===== config.mk =====
export PLATFORM = sky130hd
export DESIGN_NAME = l1_cache_top
export DESIGN_NICKNAME = d
export VERILOG_FILES = /design/src/verilog/l1_cache_pkg.sv /design/src/verilog/cache_controller.sv /design/src/verilog/cache_line_array.sv /design/src/verilog/flush_engine.sv /design/src/verilog/l1_cache_top.sv /design/src/verilog/line_fill_engine.sv /design/src/verilog/mem_bus_arbiter.sv
export SDC_FILE = /design/constraint.sdc
export NUM_CORES = 2
export LEC_CHECK = 0
export BUFFER_PORTS_ARGS = -buffer_cell sky130_fd_sc_hd__buf_2
export CAP_MARGIN = 25
export CORE_MARGIN = 3
export CORE_UTILIZATION = 55
export CTS_CLUSTER_DIAMETER = 80
export DETAILED_ROUTE_END_ITERATION = 10
export PLACE_DENSITY = 0.75
export SYNTH_ARGS = -nofsm -noshare
export SYNTH_HDL_FRONTEND = slang
export SYNTH_SLANG_ARGS = --single-unit
export TNS_END_PERCENT = 100

===== constraint.sdc =====
create_clock -name CLK -period 37 [get_ports CLK]
set_input_delay 1.85 -clock CLK [delete_from_list [all_inputs] [get_ports CLK]]
set_output_delay 1.85 -clock CLK [all_outputs]
set_load 0.005 [all_outputs]

===== src/verilog/l1_cache_pkg.sv =====
/*
 * l1 data cache package
 * fixed cache geometry, the address union and the bus and line structs
 * shared by the controller, the line array and both memory engines
 */
package l1_cache_pkg;

    // geometry
    localparam int WORD_W      = 32;
    localparam int BLOCK_WORDS = 4;
    localparam int N_SETS      = 16;
    localparam int WORD_SEL_W  = 2;
    localparam int SET_W       = 4;
    localparam int TAG_W       = 24;

    typedef logic [WORD_W-1:0] word_t;
    typedef word_t [BLOCK_WORDS-1:0] line_data_t;

    // field view of a byte address
    typedef struct packed {
        logic [TAG_W-1:0]      tag;
        logic [SET_W-1:0]      set;
        logic [WORD_SEL_W-1:0] word;
        logic [1:0]            byte_off;
    } addr_fields_t;

    // same word seen as a bus address or as cache fields
    typedef union packed {
        word_t        raw;
        addr_fields_t f;
    } cache_addr_u;

    typedef struct packed {
        logic             valid;
        logic             dirty;
        logic [TAG_W-1:0] tag;
        line_data_t       data;
    } cache_line_t;

    typedef struct packed {
        logic       ren;
        logic       wen;
        word_t      addr;
        word_t      wdata;
        logic [3:0] byte_en;
    } cpu_req_t;

    typedef struct packed {
        logic  busy;
        word_t rdata;
    } cpu_rsp_t;

    typedef struct packed {
        logic  ren;
        logic  wen;
        word_t addr;
        word_t wdata;
    } mem_req_t;

    typedef struct packed {
        logic  busy;
        word_t rdata;
    } mem_rsp_t;

    // miss job handed to the fill engine
    typedef struct packed {
        logic       victim_dirty;
        word_t      victim_base;
        line_data_t victim_data;
        word_t      fetch_base;
    } fill_cmd_t;

endpackage


===== src/verilog/cache_controller.sv =====
/*
 * cache controller
 * tag lookup and same-cycle hit response, byte merge on write hits,
 * miss hand-off to the fill engine, refill write and init/flush sequencing
 */
`timescale 1ns/1ps

module cache_controller (
    input  logic                           CLK,
    input  logic                           nRST,
    input  l1_cache_pkg::cpu_req_t         cpu_req,
    output l1_cache_pkg::cpu_rsp_t         cpu_rsp,
    input  logic                           flush,
    output logic                           flush_done,
    output logic [l1_cache_pkg::SET_W-1:0] rd_set,
    input  l1_cache_pkg::cache_line_t      rd_line,
    output logic                           wr_en,
    output l1_cache_pkg::cache_line_t      wr_line,
    output logic                           fill_start,
    output l1_cache_pkg::fill_cmd_t        fill_cmd,
    input  logic                           fill_done,
    input  l1_cache_pkg::line_data_t       fill_line,
    output logic                           flush_start,
    output logic                           init_mode,
    input  logic                           walk_done
);

    typedef enum logic [2:0] {
        ST_INIT, ST_LOOKUP, ST_MISS_WAIT, ST_REFILL, ST_FLUSH
    } state_t;

    state_t state_q, state_d;
    logic   flush_pend_q;
    logic   hit;
    logic   access;

    l1_cache_pkg::cache_addr_u req_a;
    l1_cache_pkg::cache_addr_u victim_a;
    l1_cache_pkg::cache_addr_u fetch_a;

    assign req_a.raw = cpu_req.addr;
    assign rd_set    = req_a.f.set;
    assign access    = cpu_req.ren | cpu_req.wen;
    assign hit       = rd_line.valid && (rd_line.tag == req_a.f.tag);

    // line bases for the victim and the new line
    always_comb begin
        victim_a            = '0;
        victim_a.f.tag      = rd_line.tag;
        victim_a.f.set      = req_a.f.set;
        fetch_a             = req_a;
        fetch_a.f.word      = '0;
        fetch_a.f.byte_off  = '0;
    end

    assign fill_cmd.victim_dirty = rd_line.valid & rd_line.dirty;
    assign fill_cmd.victim_base  = victim_a.raw;
    assign fill_cmd.victim_data  = rd_line.data;
    assign fill_cmd.fetch_base   = fetch_a.raw;

    // read data comes straight off the array
    assign cpu_rsp.rdata = rd_line.data[req_a.f.word];

    always_comb begin
        state_d      = state_q;
        cpu_rsp.busy = 1'b1;
        wr_en        = 1'b0;
        wr_line      = rd_line;
        fill_start   = 1'b0;
        flush_start  = 1'b0;
        init_mode    = 1'b0;
        flush_done   = 1'b0;
        case (state_q)
            ST_INIT: begin
                // clear every line, nothing written back
                flush_start = 1'b1;
                init_mode   = 1'b1;
                if (walk_done) begin
                    state_d = ST_LOOKUP;
                end
            end
            ST_LOOKUP: begin
                if (flush | flush_pend_q) begin
                    state_d = ST_FLUSH;
                end else if (access && hit) begin
                    cpu_rsp.busy = 1'b0;
                    if (cpu_req.wen) begin
                        wr_en         = 1'b1;
                        wr_line.dirty = 1'b1;
                        // merge enabled bytes only
                        for (int b = 0; b < 4; b++) begin
                            if (cpu_req.byte_en[b]) begin
                                wr_line.data[req_a.f.word][8*b +: 8] = cpu_req.wdata[8*b +: 8];
                            end
                        end
                    end
                end else if (access) begin
                    fill_start = 1'b1;
                    state_d    = ST_MISS_WAIT;
                end
            end
            ST_MISS_WAIT: begin
                if (fill_done) begin
                    state_d = ST_REFILL;
                end
            end
            ST_REFILL: begin
                // request is still held, so its tag names the new line
                wr_en         = 1'b1;
                wr_line.valid = 1'b1;
                wr_line.dirty = 1'b0;
                wr_line.tag   = req_a.f.tag;
                wr_line.data  = fill_line;
                state_d       = ST_LOOKUP;
            end
            ST_FLUSH: begin
                flush_start = 1'b1;
                if (walk_done) begin
                    flush_done = 1'b1;
                    state_d    = ST_LOOKUP;
                end
            end
            default: begin
                state_d = ST_INIT;
            end
        endcase
    end

    always_ff @(posedge CLK, negedge nRST) begin
        if (!nRST) begin
            state_q      <= ST_INIT;
            flush_pend_q <= 1'b0;
        end else begin
            state_q      <= state_d;
            // keep a flush seen during a miss until the walk starts
            flush_pend_q <= (flush_pend_q | flush) & (state_q != ST_FLUSH);
        end
    end

endmodule


===== src/verilog/cache_line_array.sv =====
/*
 * cache line array
 * N_SETS lines, asynchronous read on the lookup and maintenance ports,
 * one write per cycle where a maintenance clear beats a lookup write
 */
`timescale 1ns/1ps

module cache_line_array (
    input  logic                           CLK,
    input  logic                           nRST,
    input  logic [l1_cache_pkg::SET_W-1:0] rd_set,
    output l1_cache_pkg::cache_line_t      rd_line,
    input  logic                           wr_en,
    input  l1_cache_pkg::cache_line_t      wr_line,
    input  logic [l1_cache_pkg::SET_W-1:0] maint_set,
    output l1_cache_pkg::cache_line_t      maint_line,
    input  logic                           maint_clear
);

    l1_cache_pkg::cache_line_t lines [l1_cache_pkg::N_SETS];
    // valid bit per line
    logic [l1_cache_pkg::N_SETS-1:0] valid_q;

    always_comb begin
        rd_line          = lines[rd_set];
        rd_line.valid    = valid_q[rd_set];
        maint_line       = lines[maint_set];
        maint_line.valid = valid_q[maint_set];
    end

    always_ff @(posedge CLK, negedge nRST) begin
        if (!nRST) begin
            valid_q <= '0;
        end else if (maint_clear) begin
            valid_q[maint_set] <= 1'b0;
        end else if (wr_en) begin
            valid_q[rd_set] <= wr_line.valid;
        end
    end

    // tag, dirty and data
    always_ff @(posedge CLK) begin
        if (maint_clear) begin
            lines[maint_set] <= '0;
        end else if (wr_en) begin
            lines[rd_set] <= wr_line;
        end
    end

endmodule


===== src/verilog/flush_engine.sv =====
/*
 * flush engine
 * walks all sets while flush_start is held; dirty valid lines are written
 * back word by word, then every line is cleared; init mode skips writeback
 */
`timescale 1ns/1ps

module flush_engine (
    input  logic                           CLK,
    input  logic                           nRST,
    input  logic                           flush_start,
    input  logic                           init_mode,
    output logic                           walk_done,
    output logic [l1_cache_pkg::SET_W-1:0] maint_set,
    input  l1_cache_pkg::cache_line_t      maint_line,
    output logic                           maint_clear,
    output l1_cache_pkg::mem_req_t         mem_req,
    output logic                           burst_last,
    input  l1_cache_pkg::mem_rsp_t         mem_rsp
);

    logic [l1_cache_pkg::SET_W-1:0]      set_q;
    logic [l1_cache_pkg::WORD_SEL_W-1:0] word_q;
    logic                                wb;
    logic                                last_word;
    logic                                step_done;
    l1_cache_pkg::cache_addr_u           addr_a;

    assign maint_set = set_q;
    assign last_word = (word_q == l1_cache_pkg::WORD_SEL_W'(l1_cache_pkg::BLOCK_WORDS - 1));

    // this line needs writing back
    assign wb = flush_start && !init_mode && maint_line.valid && maint_line.dirty;

    always_comb begin
        addr_a            = '0;
        addr_a.f.tag      = maint_line.tag;
        addr_a.f.set      = set_q;
        addr_a.f.word     = word_q;
    end

    assign mem_req.ren   = 1'b0;
    assign mem_req.wen   = wb;
    assign mem_req.addr  = addr_a.raw;
    assign mem_req.wdata = maint_line.data[word_q];
    assign burst_last    = wb && last_word;

    // clean lines take one cycle, dirty ones wait for the last word
    assign step_done   = !wb || (!mem_rsp.busy && last_word);
    assign maint_clear = flush_start && step_done;
    assign walk_done   = maint_clear &&
                         (set_q == l1_cache_pkg::SET_W'(l1_cache_pkg::N_SETS - 1));

    always_ff @(posedge CLK, negedge nRST) begin
        if (!nRST) begin
            set_q  <= '0;
            word_q <= '0;
        end else if (flush_start) begin
            if (step_done) begin
                // set counter wraps to zero after the last set
                set_q  <= set_q + 1'b1;
                word_q <= '0;
            end else if (!mem_rsp.busy) begin
                word_q <= word_q + 1'b1;
            end
        end
    end

endmodule


===== src/verilog/l1_cache_top.sv =====
/*
 * l1 data cache top level
 * direct-mapped write-back cache between a cpu word bus and a memory word bus;
 * the fill and flush engines share the memory bus through an arbiter
 */
`timescale 1ns/1ps

module l1_cache_top (
    input  logic                   CLK,
    input  logic                   nRST,
    input  l1_cache_pkg::cpu_req_t cpu_req,
    output l1_cache_pkg::cpu_rsp_t cpu_rsp,
    input  logic                   flush,
    output logic                   flush_done,
    output l1_cache_pkg::mem_req_t mem_req,
    input  l1_cache_pkg::mem_rsp_t mem_rsp
);

    // lookup port
    logic [l1_cache_pkg::SET_W-1:0] rd_set;
    l1_cache_pkg::cache_line_t      rd_line;
    logic                           wr_en;
    l1_cache_pkg::cache_line_t      wr_line;

    // maintenance port
    logic [l1_cache_pkg::SET_W-1:0] maint_set;
    l1_cache_pkg::cache_line_t      maint_line;
    logic                           maint_clear;

    // controller to engines
    logic                       fill_start;
    l1_cache_pkg::fill_cmd_t    fill_cmd;
    logic                       fill_done;
    l1_cache_pkg::line_data_t   fill_line;
    logic                       flush_start;
    logic                       init_mode;
    logic                       walk_done;

    // engines to arbiter
    l1_cache_pkg::mem_req_t fill_req;
    l1_cache_pkg::mem_req_t flush_req;
    l1_cache_pkg::mem_rsp_t fill_rsp;
    l1_cache_pkg::mem_rsp_t flush_rsp;
    logic                   fill_last;
    logic                   flush_last;

    cache_controller ctrl_i (
        .CLK, .nRST, .cpu_req, .cpu_rsp, .flush, .flush_done,
        .rd_set, .rd_line, .wr_en, .wr_line,
        .fill_start, .fill_cmd, .fill_done, .fill_line,
        .flush_start, .init_mode, .walk_done
    );

    cache_line_array array_i (
        .CLK, .nRST, .rd_set, .rd_line, .wr_en, .wr_line,
        .maint_set, .maint_line, .maint_clear
    );

    line_fill_engine fill_i (
        .CLK, .nRST, .fill_start, .fill_cmd, .fill_done, .fill_line,
        .mem_req(fill_req), .burst_last(fill_last), .mem_rsp(fill_rsp)
    );

    flush_engine flush_i (
        .CLK, .nRST, .flush_start, .init_mode, .walk_done,
        .maint_set, .maint_line, .maint_clear,
        .mem_req(flush_req), .burst_last(flush_last), .mem_rsp(flush_rsp)
    );

    mem_bus_arbiter arb_i (
        .CLK, .nRST, .fill_req, .flush_req, .fill_last, .flush_last,
        .fill_rsp, .flush_rsp, .mem_req, .mem_rsp
    );

endmodule


===== src/verilog/line_fill_engine.sv =====
/*
 * line fill engine
 * writes a dirty victim back word by word, then reads the new line
 * from memory into a line register and pulses fill_done
 */
`timescale 1ns/1ps

module line_fill_engine (
    input  logic                     CLK,
    input  logic                     nRST,
    input  logic                     fill_start,
    input  l1_cache_pkg::fill_cmd_t  fill_cmd,
    output logic                     fill_done,
    output l1_cache_pkg::line_data_t fill_line,
    output l1_cache_pkg::mem_req_t   mem_req,
    output logic                     burst_last,
    input  l1_cache_pkg::mem_rsp_t   mem_rsp
);

    typedef enum logic [1:0] {FE_IDLE, FE_WB, FE_FETCH, FE_DONE} fe_state_t;

    fe_state_t                           state_q;
    logic [l1_cache_pkg::WORD_SEL_W-1:0] word_q;
    logic                                last_word;
    l1_cache_pkg::fill_cmd_t             cmd_q;
    l1_cache_pkg::line_data_t            line_q;
    l1_cache_pkg::cache_addr_u           addr_a;

    assign last_word = (word_q == l1_cache_pkg::WORD_SEL_W'(l1_cache_pkg::BLOCK_WORDS - 1));

    // word address inside the victim or the fetched line
    always_comb begin
        addr_a.raw    = (state_q == FE_WB) ? cmd_q.victim_base : cmd_q.fetch_base;
        addr_a.f.word = word_q;
    end

    assign mem_req.wen   = (state_q == FE_WB);
    assign mem_req.ren   = (state_q == FE_FETCH);
    assign mem_req.addr  = addr_a.raw;
    assign mem_req.wdata = cmd_q.victim_data[word_q];
    assign burst_last    = (state_q == FE_FETCH) && last_word;
    assign fill_done     = (state_q == FE_DONE);
    assign fill_line     = line_q;

    always_ff @(posedge CLK, negedge nRST) begin
        if (!nRST) begin
            state_q <= FE_IDLE;
            word_q  <= '0;
        end else begin
            case (state_q)
                FE_IDLE: begin
                    word_q <= '0;
                    if (fill_start) begin
                        state_q <= fill_cmd.victim_dirty ? FE_WB : FE_FETCH;
                    end
                end
                FE_WB, FE_FETCH: begin
                    // advance only on a completed word
                    if (!mem_rsp.busy) begin
                        word_q <= word_q + 1'b1;
                        if (last_word) begin
                            state_q <= (state_q == FE_WB) ? FE_FETCH : FE_DONE;
                        end
                    end
                end
                default: begin
                    state_q <= FE_IDLE;
                end
            endcase
        end
    end

    // job and line payload
    always_ff @(posedge CLK) begin
        if (state_q == FE_IDLE && fill_start) begin
            cmd_q <= fill_cmd;
        end
        if (state_q == FE_FETCH && !mem_rsp.busy) begin
            line_q[word_q] <= mem_rsp.rdata;
        end
    end

endmodule


===== src/verilog/mem_bus_arbiter.sv =====
/*
 * memory bus arbiter
 * flush engine wins a free bus; a grant is held until the owner
 * completes a word marked burst_last
 */
`timescale 1ns/1ps

module mem_bus_arbiter (
    input  logic                   CLK,
    input  logic                   nRST,
    input  l1_cache_pkg::mem_req_t fill_req,
    input  l1_cache_pkg::mem_req_t flush_req,
    input  logic                   fill_last,
    input  logic                   flush_last,
    output l1_cache_pkg::mem_rsp_t fill_rsp,
    output l1_cache_pkg::mem_rsp_t flush_rsp,
    output l1_cache_pkg::mem_req_t mem_req,
    input  l1_cache_pkg::mem_rsp_t mem_rsp
);

    logic locked_q;
    // owner 1 is the flush engine
    logic owner_q;
    logic gnt_flush;
    logic active;
    logic last;

    assign gnt_flush = locked_q ? owner_q : (flush_req.ren | flush_req.wen);
    assign mem_req   = gnt_flush ? flush_req : fill_req;
    assign last      = gnt_flush ? flush_last : fill_last;
    assign active    = mem_req.ren | mem_req.wen;

    // loser sees a busy bus
    always_comb begin
        fill_rsp       = mem_rsp;
        flush_rsp      = mem_rsp;
        fill_rsp.busy  = mem_rsp.busy | gnt_flush;
        flush_rsp.busy = mem_rsp.busy | !gnt_flush;
    end

    always_ff @(posedge CLK, negedge nRST) begin
        if (!nRST) begin
            locked_q <= 1'b0;
            owner_q  <= 1'b0;
        end else if (active) begin
            locked_q <= !(last && !mem_rsp.busy);
            owner_q  <= gnt_flush;
        end
    end

endmodule

# == Word level (Yosys, flattened, before mapping) ==
# Memory sizes are Yosys's and may differ from the RTL's.
# Index checks and enable logic that the tools add are counted.
# totals
reg_bits,344
ramBits,2464
output_inout_bits,100
mem_count,1
# classes
n_addsub,3
magnitude_cmp,9
eq_ne,20
mux,101
bitwise,9
n_reduce_logical,37
# memory_table
memory,depth,width,read_ports,rd_ports_with_merged_regs,write_ports,line,text
array_i.lines,16,154,2,0,1,cache_line_array.sv:20,l1_cache_pkg::cache_line_t lines [l1_cache_pkg::N_SETS];
# ops
cell,n
$mux 128,19
$bwmux 128,5
$demux 32 s2,5
$pmux 128 s2,1
$bmux 32 s2,3
$mux 32,6
$mux 154,1
$reduce_or 154->1,1
$mux 66,1
$mux 16,3
$mux 24,2
$mux 1,31
$eq 24x24->1,1
$logic_and 1x1->1,17
$and 16x16->16,1
$bwmux 16,1
$not 16->16,1
$mux 3,5
$mux 2,7
$pmux 3 s4,1
$lt 4x5->1 const B,2
$lt 2x3->1 const B,3
$bmux 1 s4,2
$demux 1 s4,2
30 further kinds,58

# == Depth between registers and ports, before layout ==
# logic_depth
depth_word,29
depth_mapped,17
depth_no_buf,9

# == By module ==
# From an unflattened synthesis, not the netlist that was laid out.
# unflattened
cells_unflattened,7035
hier_area_um2,132445.8
# modules_own_cells
module,instances,cells_per_inst,area_each_um2,seq_area_each_um2
cache_line_array,1,5314,111115.3,73910.9
line_fill_engine,1,432,11075.6,9589.2
cache_controller,1,1033,7367.1,100.1
mem_bus_arbiter,1,153,1488.9,50.0
flush_engine,1,103,1398.8,150.1

# == Worst setup path before layout ==
# Ideal clock, no wire load.
# synth_path
kind,input to register
start,input cpu_req[40] (netlist name)
end,"memory array_i.lines[5][0] (netlist name), enable pin"
t_arrival_ns,15.013
required_time_ns,36.123
setup_slack_ns,21.110
cell_stages,13
path_cell_list,buf_6 > buf_12 > mux4_2 > mux2_2 > a22oi_1 > o2111ai_1 > nor4b_2 > nor4b_2 > and4_1 > buf_2 > buf_4 > o21ai_1 > o21ai_0
# synth_via
elab_chain_cells,12
elab_cells_between_ends,15
classes_between,1 x eq/ne; 10 x mux; 3 x reduce/logical; 1 x memory
# synth_rtl
item,line,text
from (decl),l1_cache_top.sv:11,"input l1_cache_pkg::cpu_req_t cpu_req,"
$mem_v2 16x154 or $bmux 1 s4 (tied branches),--,
$eq 24x24->1 or $mux 1 (tied branches),"cache_controller.sv:44, cache_line_array.sv:26",
$logic_and 1x1->1,cache_controller.sv:44,assign hit = rd_line.valid && (rd_line.tag == req_a.f.tag);
$logic_and 1x1->1,cache_controller.sv:85,end else if (access && hit) begin
$mux 1,cache_controller.sv:85,
$mux 1,cache_controller.sv:83,if (flush | flush_pend_q) begin
$pmux 1 s2,cache_controller.sv:73,case (state_q)
$mux 1,cache_line_array.sv:45,end else if (wr_en) begin
$mux 1,cache_line_array.sv:43,if (maint_clear) begin
$mux 1 (implied by the code),cache_line_array.sv:46,lines[rd_set] <= wr_line;
$reduce_or 154->1 (no source line),--,
$mux 4 (no source line) or $mux 1 (tied branches),--,
to (decl),cache_line_array.sv:20,
# Several ways; a longest one is shown, not always the timed one. The select of a mux whose other input is x is not followed.

# == Worst setup path after layout ==
# layout_path
start,input cpu_req[40] (netlist name)
end,"memory array_i.lines[13][97] (netlist name), enable pin"
# The elaborated chain is that of the path after synthesis.

==> run metrics <==
Crit. Startpoint cpu_req[40]; first-pass GRT wire length 520,000 µm; Static Leakage 46.4 nW; Sink Count about 2,800; CTS tree built; CP bufs+invs 7; number of global-route vias before repair slightly above 70,000; Worst setup EP type flop; synthesized instance count 5,894; max incr delay on CP approximately 1.2 ns; Hold WS between 0.5 and 0.6 ns; clk_lat worst skew 0.98 ns; RSZ-0062 raised after global routing no; max_cap viols 0; Cell Area, Synth 0.129 mm²; Total Power 10.3 mW; post-route clock period utilization 0.301; Synth async-reset ratio 0.0115; DR iter-0 viols about 11,000; Clock Pin Slew Worst Setup and Hold Paths 0.06 ns; hpwl dp 196,000 µm; CP max FO 76; Fin Setup TNS 0 ns; die area 0.240 mm²; antenna violations before repair 56; router iterations before antenna repair 6; critical path's top delay family buffers and inverters; Multi-input gate area 0.0432 mm²; crit path max-delay cell type a22oi_2; Area Growth Syn to Fin 11.2%; share of layout cells above drive strength 1 0.391; ys flop type edfxtp_1; worst hold start array_i.valid_q[9]; post-synthesis mux area share 0.298; maximum VDD drop 0.0000615 V; fill count 15,360; measured slew at the worst slew-check pin approximately 1.4 ns; Die X 490 µm; Slew HR 0.0412; RR Startpoint array_i.lines[10][149]; CP required around 38 ns; Initial Util 0.556; remaining antenna violation count 0; yosys warns 0; all-layer global routing usage 0.307; root buffer cell clkbuf_16; vias 69,869; Synth Register Bits 2,788; critical path class in2reg; largest family of logic cells by synthesized area multiplexers; crit-path most repeated cell buf_4; Seq. cell area about 0.084 mm²; fin area between 0.1 and 0.15 mm²; Slew Viols, Final 0; I/O Buffers 201; GRT overflow 0; core area about 0.23 mm²; area share of fa/ha/maj cells after synthesis 0.00126; vias per cell 7.32; Clock Skew 0.0928 ns; clock tree buffer depth 4; number of setup buffers added after CTS 0; # hold bufs at CTS 0; Simple-Gate Fraction of Synth Area 0.0113; syn_area_per_cell 21.8 µm²; number of gates resized after cts 0; drt drc 0; drt wl/cell 38.1 µm; Worst Hold Class reg2reg; Placed Area 0.133 mm²; pin count of the biggest net entering global routing 157; chip height 490 µm; fin crit period 11.14 ns; # nets final about 6,300; # setup viols final 0; boundary pin count 206; Distinct cells, synth 77; utilization after layout 0.618; Max Freq 0.0898 GHz; WL final 363,000 µm; critical path data arrival time about 12 ns; RePlAce Congestion 0.827; H-Tree Level Count 5; number of enable flip-flop cells after synthesis 2,756; post-synthesis sequential area ratio 0.649; startpoint class of the critical path input pin; run status completed; CTS Buf Count 302; Final Hold Fails 0; critical path, cell by cell buf_8, buf_4, buf_4, mux2i_1, a22o_1, a221oi_1, o32ai_1, nor4b_2, nor4b_4, buf_4, and4_4, o21ai_1, a22oi_2, buf_4, buf_4, buf_4; XOR/XNOR Fraction of Synth Area 0.00170; row count 176; power per cell area ~72 mW/mm²; Compound-Gate Fraction of Synth Area 0.0214
==> layer usage <==
layer  up-vias  track usage  share of wire
met5         -            0        0.00014
met1     37193        0.417           0.34
met2      5070        0.480           0.49
met3       870       0.0690           0.12
met4         8        0.143          0.050
li1      26728            -              -
==> worst register-to-register path: cells and delay by family, from the launching register on <==
kind	cells	cell delay, ns
flops	1	0.38
mux	1	0.30
compound gates	6	3.14
simple gates	2	1.06
buf+inv	4	3.05
==> kinds of logic after synthesis <==
family                   count (synthesis)
AO/OA/AOI/OAI                          469
XOR/XNOR                                25
adder cells (fa/ha/maj)                 13
buffers and inverters                  475
flip-flops                            2788
multiplexers                          1862
other                                    1
AND/OR/NAND/NOR                        261
==> metrics by stage <==
step                      setup slack, ns  instances
after CTS                           25.88       9426
after global placement              24.99       8912
after floorplan                     21.11       5895
after global routing                25.60       9526
final                               25.86       9540
after detailed placement            24.90       8916
==> cells in the mapped netlist (5+ instances only) <==
master,number,area share
dfrtp_1,32,0.0062
a22o_1,30,0.0020
buf_1,85,0.0025
a31oi_1,13,0.00063
clkbuf_1,260,0.0076
buf_2,78,0.0030
a22oi_1,37,0.0022
and2_1,7,0.00034
o22ai_1,9,0.00044
nand4_2,8,0.00078
mux2i_1,241,0.019
inv_1,20,0.00058
nor2b_1,9,0.00044
mux4_2,1558,0.27
nand2_1,92,0.0027
and3_1,9,0.00044
nor3b_1,5,0.00029
buf_12,8,0.0012
nor2_1,63,0.0018
ha_1,13,0.0013
a21oi_1,298,0.012
edfxtp_1,2756,0.64
mux2_2,50,0.0044
nand3_1,14,0.00054
o21ai_0,31,0.0012
xnor2_1,15,0.0010
nand2b_1,5,0.00024
nand4_4,8,0.0013
o211ai_1,5,0.00029
o31ai_1,5,0.00029
buf_4,11,0.00064
mux4_1,13,0.0027
buf_6,7,0.00061
xor2_1,10,0.00068
a32o_1,6,0.00047
nor3_1,10,0.00039
==> where the power goes <==
part / internal, mW / switching (mW) / leakage, nW / total (mW)
clock: 1.66 / 1.21 / 4.49 / 2.86
sequential: 4.02 / 0.235 / 26.0 / 4.25
combinational: 1.48 / 1.70 / 16.0 / 3.18
total: 7.15 / 3.15 / 46.4 / 10.3
==> final timing paths <==
| path | slack (ns) | endpoint | cells after the start |
|---|---|---|---|
| worst max register to register | 28.64 | array_i.lines[13][97] | 13 |
| worst min-delay path | 0.51 | array_i.valid_q[9] | 2 |
| worst min register to register | 0.51 | array_i.valid_q[9] | 2 |
| min in group asynchronous | 0.99 | flush_i.maint_set[3] | 1 |
| max in group asynchronous | 35.39 | flush_i.maint_set[0] | 1 |
| worst max-delay path | 25.86 | array_i.lines[13][97] | 16 |
==> state kept, by name, indices dropped and copies added (netlist names) <==
signal               cells
arb_i.owner_q            1
array_i.lines         2448
arb_i.locked_q           1
fill_i.word_q            2
fill_i.fill_line       128
fill_i.state_q           2
flush_i.word_q           2
ctrl_i.flush_pend_q      1
flush_i.maint_set        4
fill_i.cmd_q           180
ctrl_i.state_q           3
array_i.valid_q         16
==> cell usage in the layout, fill, tap and decap left out, types with 13 or more instances in the layout <==
master	Yosys	final
nand2_1	92	92
clkinv_1	1	52
mux2_2	50	50
xnor2_1	15	15
edfxtp_1	2756	2756
mux4_2	1558	1558
dfrtp_1	32	25
buf_4	11	216
a21oi_1	298	298
inv_1	20	19
a22o_1	30	30
clkbuf_16	0	309
clkbuf_1	260	64
o21ai_0	31	30
nor2_1	63	62
a31oi_1	13	13
a22oi_1	37	25
bufinv_16	0	19
diode_2	0	40
mux4_1	13	13
buf_2	78	196
mux2i_1	241	241
nand3_1	14	14
clkinv_2	0	49
==> area by class of cell <==
class | count | area share
well taps | 3115 | 0.0272
repair buffers | 433 | 0.0214
flip-flops and latches | 2788 | 0.584
clock inverters | 136 | 0.00809
clock buffers | 374 | 0.0558
diodes | 40 | 0.000700
inverters | 22 | 0.000647
multi-input cells | 2632 | 0.302
(Power assumes the default switching activity.)
